--- src/include/pcie_mm_config.svh ---
`ifndef PCIE_MM_CONFIG_SVH
`define PCIE_MM_CONFIG_SVH

// request queue entries, also the initial request credits of the sender
`define REQ_DEPTH 4

`define CPL_DEPTH 4         // completion queue entries

// ceiling of the outbound completion credit counter
`define CPL_CREDITS_MAX 8

`define CSR_WORDS 16        // 32-bit registers in the bank

// cycles from read acceptance to readdatavalid
`define CSR_READ_LATENCY 2

`endif

--- src/source/pcie_mm_pkg.sv ---
`default_nettype none

package pcie_mm_pkg;

  // decoded memory request, dword addressing only
  typedef struct packed {
    logic        is_write;
    logic [29:0] dw_addr;
    logic [31:0] wdata;
    logic [15:0] requester_id;
    logic [7:0]  tag;
    logic        pad;           // spare bit, descriptor stays at 88 bits
  } mem_req_t;

  // read completion toward the transaction layer
  typedef struct packed {
    logic [15:0] requester_id;
    logic [7:0]  tag;
    logic [4:0]  lower_addr;    // byte address bits 6:2
    logic [31:0] data;
  } cpl_t;

  // single-beat Avalon-MM master command
  typedef struct packed {
    logic        read;
    logic        write;
    logic [31:0] address;       // byte address
    logic [31:0] writedata;
  } mm_cmd_t;

  function automatic logic [31:0] dw_to_byte_addr(input logic [29:0] dw_addr);
    return {dw_addr, 2'b00};
  endfunction

  function automatic logic [4:0] lower_addr_of(input logic [29:0] dw_addr);
    return dw_addr[4:0];        // byte bits 6:2
  endfunction

endpackage

`default_nettype wire

--- src/source/desc_queue.sv ---
`default_nettype none

module desc_queue #(
  parameter type payload_t = logic [31:0],
  parameter int  DEPTH     = 4
) (
  input  wire                          clk,
  input  wire                          rst_n,
  input  wire                          push,
  input  wire payload_t                push_data,
  input  wire                          pop,
  output payload_t                     head,
  output logic                         empty,
  output logic                         full,
  output logic [$clog2(DEPTH+1)-1:0]   count
);

  localparam int PTR_W = (DEPTH > 1) ? $clog2(DEPTH) : 1;
  localparam int CNT_W = $clog2(DEPTH + 1);

  payload_t         mem [DEPTH];
  logic [PTR_W-1:0] wr_ptr;
  logic [PTR_W-1:0] rd_ptr;

  // wrap explicitly, depth need not be a power of two
  function automatic logic [PTR_W-1:0] next_ptr(input logic [PTR_W-1:0] ptr);
    return (ptr == PTR_W'(DEPTH - 1)) ? '0 : ptr + 1'b1;
  endfunction

  always_ff @(posedge clk) begin
    if (push) begin
      mem[wr_ptr] <= push_data;
    end
  end

  always_ff @(posedge clk) begin
    if (!rst_n) begin
      wr_ptr <= '0;
      rd_ptr <= '0;
      count  <= '0;
    end else begin
      if (push) begin
        wr_ptr <= next_ptr(wr_ptr);
      end
      if (pop) begin
        rd_ptr <= next_ptr(rd_ptr);
      end
      case ({push, pop})
        2'b10:   count <= count + 1'b1;
        2'b01:   count <= count - 1'b1;
        default: ;                          // idle or push and pop together
      endcase
    end
  end

  assign head  = mem[rd_ptr];             // new entry visible one cycle after push
  assign empty = (count == '0);
  assign full  = (count == CNT_W'(DEPTH));

endmodule

`default_nettype wire

--- src/source/mm_bridge.sv ---
`default_nettype none
`include "pcie_mm_config.svh"

module mm_bridge (
  input  wire                              clk,
  input  wire                              rst_n,
  input  wire pcie_mm_pkg::mem_req_t       req_head,
  input  wire                              req_empty,
  output logic                             req_pop,
  output logic                             req_pop_q,
  output logic                             cpl_push,
  output pcie_mm_pkg::cpl_t                cpl_push_data,
  input  wire [$clog2(`CPL_DEPTH+1)-1:0]   cpl_count,
  input  wire                              cpl_empty,
  output logic                             cpl_pop,
  input  wire                              cpl_credit_in,
  output logic                             cpl_valid,
  output pcie_mm_pkg::mm_cmd_t             mm_cmd,
  input  wire                              mm_waitrequest,
  input  wire [31:0]                       mm_readdata,
  input  wire                              mm_readdatavalid
);
  import pcie_mm_pkg::*;

  localparam int CNT_W = $clog2(`CPL_DEPTH + 1);
  localparam int CRD_W = $clog2(`CPL_CREDITS_MAX + 1);

  logic             cmd_read;
  logic             cmd_write;
  logic [31:0]      cmd_addr;
  logic [31:0]      cmd_wdata;
  logic             rd_busy;        // read issued, completion not pushed yet
  logic [15:0]      rd_rid;
  logic [7:0]       rd_tag;
  logic [4:0]       rd_laddr;
  logic [31:0]      rd_data;
  logic [CNT_W:0]   cpl_reserved;
  logic             cpl_space;
  logic             take;
  logic [CRD_W-1:0] cpl_credits;    // completion credits held

  // queue entries plus the read still on its way
  assign cpl_reserved = {1'b0, cpl_count} + {{CNT_W{1'b0}}, rd_busy};
  assign cpl_space    = (cpl_reserved < `CPL_DEPTH);

  // writes only wait for the command slot
  assign take    = !req_empty && !cmd_read && !cmd_write &&
                   (req_head.is_write || (!rd_busy && cpl_space));
  assign req_pop = take;

  always_ff @(posedge clk) begin
    if (!rst_n) begin
      cmd_read  <= 1'b0;
      cmd_write <= 1'b0;
    end else if (take) begin
      cmd_read  <= !req_head.is_write;
      cmd_write <= req_head.is_write;
    end else if (!mm_waitrequest) begin  // accepted, drop the command
      cmd_read  <= 1'b0;
      cmd_write <= 1'b0;
    end
  end

  always_ff @(posedge clk) begin
    if (take) begin
      cmd_addr  <= dw_to_byte_addr(req_head.dw_addr);
      cmd_wdata <= req_head.wdata;
    end
    if (take && !req_head.is_write) begin
      rd_rid   <= req_head.requester_id;
      rd_tag   <= req_head.tag;
      rd_laddr <= lower_addr_of(req_head.dw_addr);
    end
    if (mm_readdatavalid) begin
      rd_data <= mm_readdata;
    end
  end

  always_ff @(posedge clk) begin
    if (!rst_n) begin
      rd_busy   <= 1'b0;
      cpl_push  <= 1'b0;
      req_pop_q <= 1'b0;
    end else begin
      req_pop_q <= take;                // one credit back per pop
      cpl_push  <= mm_readdatavalid;
      if (take && !req_head.is_write) begin
        rd_busy <= 1'b1;
      end else if (cpl_push) begin
        rd_busy <= 1'b0;                // now counted by the queue
      end
    end
  end

  assign cpl_valid = !cpl_empty && (cpl_credits != '0);
  assign cpl_pop   = cpl_valid;

  always_ff @(posedge clk) begin
    if (!rst_n) begin
      cpl_credits <= '0;
    end else begin
      case ({cpl_credit_in, cpl_pop})
        2'b10: begin
          if (cpl_credits != CRD_W'(`CPL_CREDITS_MAX)) begin
            cpl_credits <= cpl_credits + 1'b1;
          end
        end
        2'b01:   cpl_credits <= cpl_credits - 1'b1;
        default: ;                      // grant and spend cancel out
      endcase
    end
  end

  assign mm_cmd = '{read:      cmd_read,
                    write:     cmd_write,
                    address:   cmd_addr,
                    writedata: cmd_wdata};

  assign cpl_push_data = '{requester_id: rd_rid,
                           tag:          rd_tag,
                           lower_addr:   rd_laddr,
                           data:         rd_data};

endmodule

`default_nettype wire

--- src/source/csr_bank.sv ---
`default_nettype none
`include "pcie_mm_config.svh"

module csr_bank (
  input  wire                       clk,
  input  wire                       rst_n,
  input  wire pcie_mm_pkg::mm_cmd_t mm_cmd,
  output logic                      mm_waitrequest,
  output logic [31:0]               mm_readdata,
  output logic                      mm_readdatavalid
);

  localparam int IDX_W = $clog2(`CSR_WORDS);
  localparam int LAT   = `CSR_READ_LATENCY;

  logic [31:0]      regs [`CSR_WORDS];
  logic             waited;         // first cycle of the command is over
  logic             cmd_active;
  logic             accept;
  logic [IDX_W-1:0] idx;
  logic [LAT-1:0]   rd_vld_sr;
  logic [31:0]      rd_data_sr [LAT];

  assign cmd_active     = mm_cmd.read | mm_cmd.write;
  assign mm_waitrequest = cmd_active & ~waited;
  assign accept         = cmd_active & waited;
  assign idx            = mm_cmd.address[2 +: IDX_W];  // dword index, aliases above the bank

  always_ff @(posedge clk) begin
    if (!rst_n) begin
      waited <= 1'b0;
    end else if (accept) begin
      waited <= 1'b0;
    end else if (cmd_active) begin
      waited <= 1'b1;
    end
  end

  always_ff @(posedge clk) begin
    if (!rst_n) begin
      for (int i = 0; i < `CSR_WORDS; i++) begin
        regs[i] <= '0;
      end
    end else if (accept && mm_cmd.write) begin
      regs[idx] <= mm_cmd.writedata;
    end
  end

  // valid shifts up from bit 0, top bit is the last stage
  always_ff @(posedge clk) begin
    if (!rst_n) begin
      rd_vld_sr <= '0;
    end else begin
      rd_vld_sr <= LAT'({rd_vld_sr, accept & mm_cmd.read});
    end
  end

  always_ff @(posedge clk) begin
    rd_data_sr[0] <= regs[idx];     // sampled at the acceptance edge
    for (int s = 1; s < LAT; s++) begin
      rd_data_sr[s] <= rd_data_sr[s-1];
    end
  end

  assign mm_readdatavalid = rd_vld_sr[LAT-1];
  assign mm_readdata      = rd_data_sr[LAT-1];

endmodule

`default_nettype wire

--- src/source/pcie_mm_top.sv ---
`default_nettype none
`include "pcie_mm_config.svh"

module pcie_mm_top (
  input  wire                        clk,
  input  wire                        rst_n,
  input  wire                        req_valid,
  input  wire pcie_mm_pkg::mem_req_t req,
  output logic                       req_credit,
  input  wire                        cpl_credit_in,
  output logic                       cpl_valid,
  output pcie_mm_pkg::cpl_t          cpl
);
  import pcie_mm_pkg::*;

  mem_req_t                           req_head;
  logic                               req_empty;
  logic                               req_pop;
  logic                               cpl_push;
  cpl_t                               cpl_push_data;
  logic [$clog2(`CPL_DEPTH+1)-1:0]    cpl_count;
  logic                               cpl_empty;
  logic                               cpl_pop;
  mm_cmd_t                            mm_cmd;
  logic                               mm_waitrequest;
  logic [31:0]                        mm_readdata;
  logic                               mm_readdatavalid;

  // sender credits guard against overflow here
  desc_queue #(.payload_t(mem_req_t), .DEPTH(`REQ_DEPTH)) u_req_q (
    .clk       (clk),
    .rst_n     (rst_n),
    .push      (req_valid),
    .push_data (req),
    .pop       (req_pop),
    .head      (req_head),
    .empty     (req_empty),
    .full      (),
    .count     ()
  );

  desc_queue #(.payload_t(cpl_t), .DEPTH(`CPL_DEPTH)) u_cpl_q (
    .clk       (clk),
    .rst_n     (rst_n),
    .push      (cpl_push),
    .push_data (cpl_push_data),
    .pop       (cpl_pop),
    .head      (cpl),                   // head drives the completion output
    .empty     (cpl_empty),
    .full      (),
    .count     (cpl_count)
  );

  mm_bridge u_bridge (
    .clk              (clk),
    .rst_n            (rst_n),
    .req_head         (req_head),
    .req_empty        (req_empty),
    .req_pop          (req_pop),
    .req_pop_q        (req_credit),
    .cpl_push         (cpl_push),
    .cpl_push_data    (cpl_push_data),
    .cpl_count        (cpl_count),
    .cpl_empty        (cpl_empty),
    .cpl_pop          (cpl_pop),
    .cpl_credit_in    (cpl_credit_in),
    .cpl_valid        (cpl_valid),
    .mm_cmd           (mm_cmd),
    .mm_waitrequest   (mm_waitrequest),
    .mm_readdata      (mm_readdata),
    .mm_readdatavalid (mm_readdatavalid)
  );

  csr_bank u_csr (
    .clk              (clk),
    .rst_n            (rst_n),
    .mm_cmd           (mm_cmd),
    .mm_waitrequest   (mm_waitrequest),
    .mm_readdata      (mm_readdata),
    .mm_readdatavalid (mm_readdatavalid)
  );

endmodule

`default_nettype wire

--- config.mk ---
export PLATFORM = sky130hd
export DESIGN_NAME = pcie_mm_top
export DESIGN_NICKNAME = d
export VERILOG_FILES = /design/src/source/pcie_mm_pkg.sv /design/src/source/desc_queue.sv /design/src/source/mm_bridge.sv /design/src/source/csr_bank.sv /design/src/source/pcie_mm_top.sv
export VERILOG_INCLUDE_DIRS = /design/src /design/src/include
export SDC_FILE = /design/constraint.sdc
export NUM_CORES = 1
export LEC_CHECK = 0
export BUFFER_PORTS_ARGS = -buffer_cell sky130_fd_sc_hd__buf_2
export CORE_MARGIN = 10
export CORE_UTILIZATION = 45
export DETAILED_ROUTE_END_ITERATION = 6
export SLEW_MARGIN = 20
export SYNTH_ARGS = -nofsm -noshare
export SYNTH_HDL_FRONTEND = slang
export SYNTH_SLANG_ARGS = --single-unit
--- constraint.sdc ---
create_clock -name clk -period 8.3 [get_ports clk]
set_input_delay 1.245 -clock clk [delete_from_list [all_inputs] [get_ports clk]]
set_output_delay 1.245 -clock clk [all_outputs]
set_load 0.03 [all_outputs]
Word level (Yosys, flattened, before mapping). Memory sizes are Yosys's and may differ from the RTL's. A register that Yosys moved wholly into a read port is not among the register bits. Index checks and enable logic that the tools add are counted.

Muxes and demuxes: 29. Reductions and logical operators: 24. Order comparisons: 1. Add/sub/neg operators: 11. Equality and inequality tests: 13. Bitwise gates (word level): 6.

Operators by type and width (number): two-way mux 32 bit (1); OR reduction 32 bit (1); two-way mux 2 bit (8); equality test 2 bit, second input constant (7); two-way mux 1 bit (14); two-way mux 4 bit (3); case mux 3 bit (2 select lines) (2); adder 2 x 1 -> 2 bit, second input constant (4); case mux 4 bit (2 select lines) (1); nonzero test 2 bit (4); logical AND 1 bit (7); adder 3 x 1 -> 3 bit, second input constant (2); equality test 2 x 1 -> 1 bit, second input constant (3); zero test 1 bit (6); zero test 3 bit (2); subtractor 3 x 1 -> 3 bit, second input constant (2); adder 3 x 1 -> 4 bit (1); adder 4 x 1 -> 4 bit, second input constant (1); < comparator 4 x 3 -> 1 bit, second input constant (1); inequality test 4 bit, second input constant (1); nonzero test 4 bit (1); subtractor 4 x 1 -> 4 bit, second input constant (1); bitwise AND 1 bit (3); inequality test 2 x 1 -> 1 bit, second input constant (1); other kinds (6) (7).

Bits of input ports: 92. Bits in writable memories: 1172. Memories: 4. Register bits: 91.

Memories: u_csr.regs (depth 16, bits a word 32, read ports 1, clocked after memory_dff 1, wr ports 16, line csr_bank.sv:16) `` logic [31:0] regs [`CSR_WORDS]; ``; u_req_q.mem (depth 4, bits a word 88, read ports 1, clocked after memory_dff 1, wr ports 1, line desc_queue.sv:21) `payload_t mem [DEPTH];`; u_cpl_q.mem (depth 4, bits a word 61, read ports 1, clocked after memory_dff 1, wr ports 1, line desc_queue.sv:21); u_csr.rd_data_sr (depth 2, bits a word 32, read ports 2, clocked after memory_dff 1, wr ports 2, line csr_bank.sv:22) `logic [31:0] rd_data_sr [LAT];`.

Logic depth before layout (Yosys ltp).
Depth after elaboration: 8. Depth in mapped cells: 10. Gate-level depth less buffers: 9.

By module. Synthesis repeated with hierarchy kept, for this count alone.

Cells, all modules: 2685. Area, all modules: 50310.8 um^2.

Modules (own cells, without submodules): csr_bank (times used 1, cells each 1627, area each 23598.9 um^2); desc_queue (u_req_q) (times used 1, cells each 507, area each 13147.6 um^2); desc_queue (u_cpl_q) (times used 1, cells each 366, area each 9331.4 um^2); mm_bridge (times used 1, cells each 185, area each 4232.8 um^2).

Worst setup path after synthesis. Ideal clock, no wire load.

Path type: in2reg. Start: input rst_n. End: memory u_csr.regs[0][0] (enable). Cell stages on the path: 5. Library setup time: 0.466 ns. Path slack: 3.665 ns. Arrival: 4.169 ns. Cells stage by stage: inv_1 nor3_1 nand3b_1 clkbuf_1 o21ai_0.

RTL lines: from (decl) (line pcie_mm_top.sv:6) `input wire rst_n,`; to (decl) (line csr_bank.sv:16).

==> results.json <==
{
  "status": "finished clean",
  "htree_levels": 3,
  "synthAdderAreaFrac_pct": 0.5144,
  "grt_setup_unrepaired": "false",
  "synth_area_leaders": "edfxtp_1 72%, mux4_2 13%, nor2_1 4.4%, dfxtp_1 4.3%, mux4_1 1.4%",
  "synth_xor_area_share_pct": 0.1341,
  "post_cts_resized": 0,
  "crit_chain": "buf_4 > mux4_2 > buf_2",
  "drtPass1Iterations": 6,
  "die_width_um": 338.8,
  "cts_setup_buffers": 0,
  "area_growth_pct": 14.42,
  "slowest_stage": "dfxtp_4",
  "worst_path_largest_cell_delay_ns": 0.80,
  "finalHoldViolCount": 0,
  "ys_types": 46,
  "grt_pass1_wl_mm": 152.7,
  "p_leak_nw": 17.12,
  "ys_ff_latch": 1199,
  "gp_congestion": 0.7572,
  "synthMuxAreaShare_pct": 14.30,
  "finalSetupViolations": 0,
  "nFillCells": 8007,
  "synth_nets": 2552,
  "dpl-instance-area_mm2": 0.04806,
  "seq_area_mm2": 0.03504,
  "crit_buf_inv": 2,
  "cts_root_buf": "clkbuf_16",
  "postLayoutCellArea_mm2": 0.05232,
  "clk_latency_ns": 0.74,
  "min_path_type": "flip-flop to flip-flop",
  "synth_area_mm2": 0.04572,
  "yosys_warnings": 0,
  "cp_max_fo": 31,
  "routedWlPerCell_um": 25.11,
  "crit_path_start_kind": "flip-flop",
  "nets": 2711,
  "via_per_inst": 5.578,
  "io_pins": 155,
  "clock_skew_ns": 0.04278,
  "fin_crit_ns": 4.318,
  "ys_seq_area_share_pct": 76.60,
  "period_share_pct": 52.02,
  "synth_compound_area_share_pct": 0.7142,
  "finalWirelength_mm": 102.1,
  "synthArstFlopShare_pct": 0,
  "cts_tree": "done",
  "maxSlewViolCount": 0,
  "detail-route-antenna-nets": 0,
  "vias": 22680,
  "fmax_mhz": 231.6,
  "synth_edf_count": 1101,
  "place_hpwl_mm": 57.50,
  "worstSetupPathType": "flip-flop to output port",
  "grt_max_degree": 81,
  "maxCapViolCount": 0,
  "holdBufCountCts": 0,
  "fp.dieH_um": 338.8,
  "power_mw": 16.21,
  "cellPowerDensity_mw_per_mm2": 309.8,
  "cp-end-kind": "output port",
  "gr-usage-all-layers_pct": 17.71,
  "slew_headroom_pct": 31.30,
  "floorplan.initialDensity_pct": 45.53,
  "yosys.area.top_type_share_pct": 72.31,
  "crit_required_ns": 7.05,
  "ctsLongestPathBuffers": 3,
  "port-buffer-count": 128,
  "core_mm2": 0.1004,
  "ff2ff_setup_slack_ns": 5.12,
  "syn_inst": 2443,
  "avgSynthCellArea_um2": 18.72,
  "clock-sinks": 1199,
  "antenna_found_initial": 7,
  "worstPathArrival_ns": 3.07,
  "synth_top_family_by_area": "multiplexers",
  "placementRows": 116,
  "synth-simple-area-share_pct": 6.132,
  "drcViolationCount": 0,
  "synth.largest_area_cell": "edfxtp_1",
  "cts_buffers": 121,
  "synth_ff_type": "edfxtp_1",
  "overflow": 0,
  "multi_input_area_mm2": 0.01020,
  "vdd_drop_max_v": 0.0002111,
  "finalSetupTns_ns": 0,
  "first_global_vias": 23780,
  "cp_top_family": "buffers and inverters",
  "clk_pin_slew_ns": 0.06,
  "final_layout_size_suffix_gt1_share_pct": 24.78,
  "worst_pin_slew_ns": 1.030,
  "dieArea_mm2": 0.1148,
  "drtIter0Drc": 2431
}
## power by group
group | total (mW) | switching (mW) | internal, mW
combinational | 2.83 | 1.66 | 1.17
sequential | 7.73 | 0.480 | 7.25
clock | 5.65 | 2.28 | 3.37
total | 16.2 | 4.42 | 11.8
## cell usage in the layout, fill, tap and decap left out, types with 9 or more instances in the layout
master and count:
edfxtp_1 1101, nor2_1 531, mux4_2 259, nand2_1 140, buf_2 128, clkbuf_16 122, dfxtp_1 91, buf_4 46
clkbuf_8 28, mux4_1 24, clkbuf_1 24, inv_1 19, clkinv_2 18, o21ai_4 16, ha_1 14, bufinv_16 13
clkinv_1 13, a21oi_1 11, or3_1 9
## cells in the mapped netlist (3+ instances only)
cell	instances
nand3_1	6
or3_1	9
nand2_1	140
fa_1	3
clkbuf_1	101
a31oi_1	4
buf_6	13
mux4_1	24
xor2_1	5
edfxtp_1	1101
and2_1	11
dfxtp_1	98
mux2i_1	3
inv_1	19
buf_1	8
buf_2	17
nor3_1	3
ha_1	14
nor2b_1	4
a21oi_1	11
mux4_2	259
nor2_1	533
mux2_2	4
o21ai_0	22
## layout make-up
| class | count | share of cell area, % |
|---|---|---|
| clock inverters | 55 | 1.397 |
| flip-flops and latches | 1199 | 66.98 |
| inverters | 19 | 0.1363 |
| well taps | 1357 | 3.245 |
| repair buffers | 177 | 1.997 |
| multi-input cells | 1084 | 19.50 |
| clock buffers | 174 | 6.744 |
| diodes | 1 | 0.004783 |
## final timing paths
| path | from | end | cells after the start |
|---|---|---|---|
| worst min register to register | u_csr.rd_data_sr[0][8] | u_csr.rd_data_sr[1][8] | 0 |
| worst max-delay path | flip-flop | cpl[12] | 3 |
| worst max register to register | flip-flop | u_req_q.count[2] | 10 |
| worst min-delay path | u_csr.rd_data_sr[0][8] | u_csr.rd_data_sr[1][8] | 0 |
## cell families after synthesis
logic type	after synthesis
AOI/OAI and AO/OA	52
xor gates and xnor gates	7
adders and majority gates	17
buffers and inverters	160
DFF	1199
muxes	290
and+or+nand+nor	718
## state kept, by name, indices dropped and copies added, names as in the netlist, 3 cells and up, named ones only
| register | cells |
|---|---|
| u_csr.regs | 512 |
| u_req_q.mem | 248 |
| u_cpl_q.mem | 244 |
| u_csr.rd_data_sr | 64 |
| u_bridge.cmd_wdata | 32 |
| u_bridge.rd_data | 32 |
| u_bridge.rd_rid | 16 |
| u_bridge.rd_tag | 8 |
| u_bridge.rd_laddr | 5 |
| u_bridge.cmd_addr | 4 |
| u_bridge.cpl_credits | 4 |
| u_cpl_q.count | 3 |
| u_req_q.count | 3 |
## stage by stage
stage / hold WS (ns) / util [%] / setup slack [ns] / std cells
after global routing: 0.3299 / 52.09 / 3.694 / 4065
after detailed placement: 0.3121 / 47.85 / 3.713 / 3836
after global placement: 0.3115 / 47.80 / 3.724 / 3834
after CTS: 0.3260 / 52.09 / 3.793 / 4065
final: 0.3266 / 52.09 / 3.982 / 4066
after floorplan: 0.3096 / - / 3.665 / 2443
## metal layers
metal	wire [um]	up-vias	global-route usage [%]
li1	-	9781	-
met1	41310	11880	23.38
met2	51370	861	30.24
met3	6979	164	2.848
met4	2456	0	4.991
met5	0	-	0
Note: power is estimated with default switching activity, not from simulation.
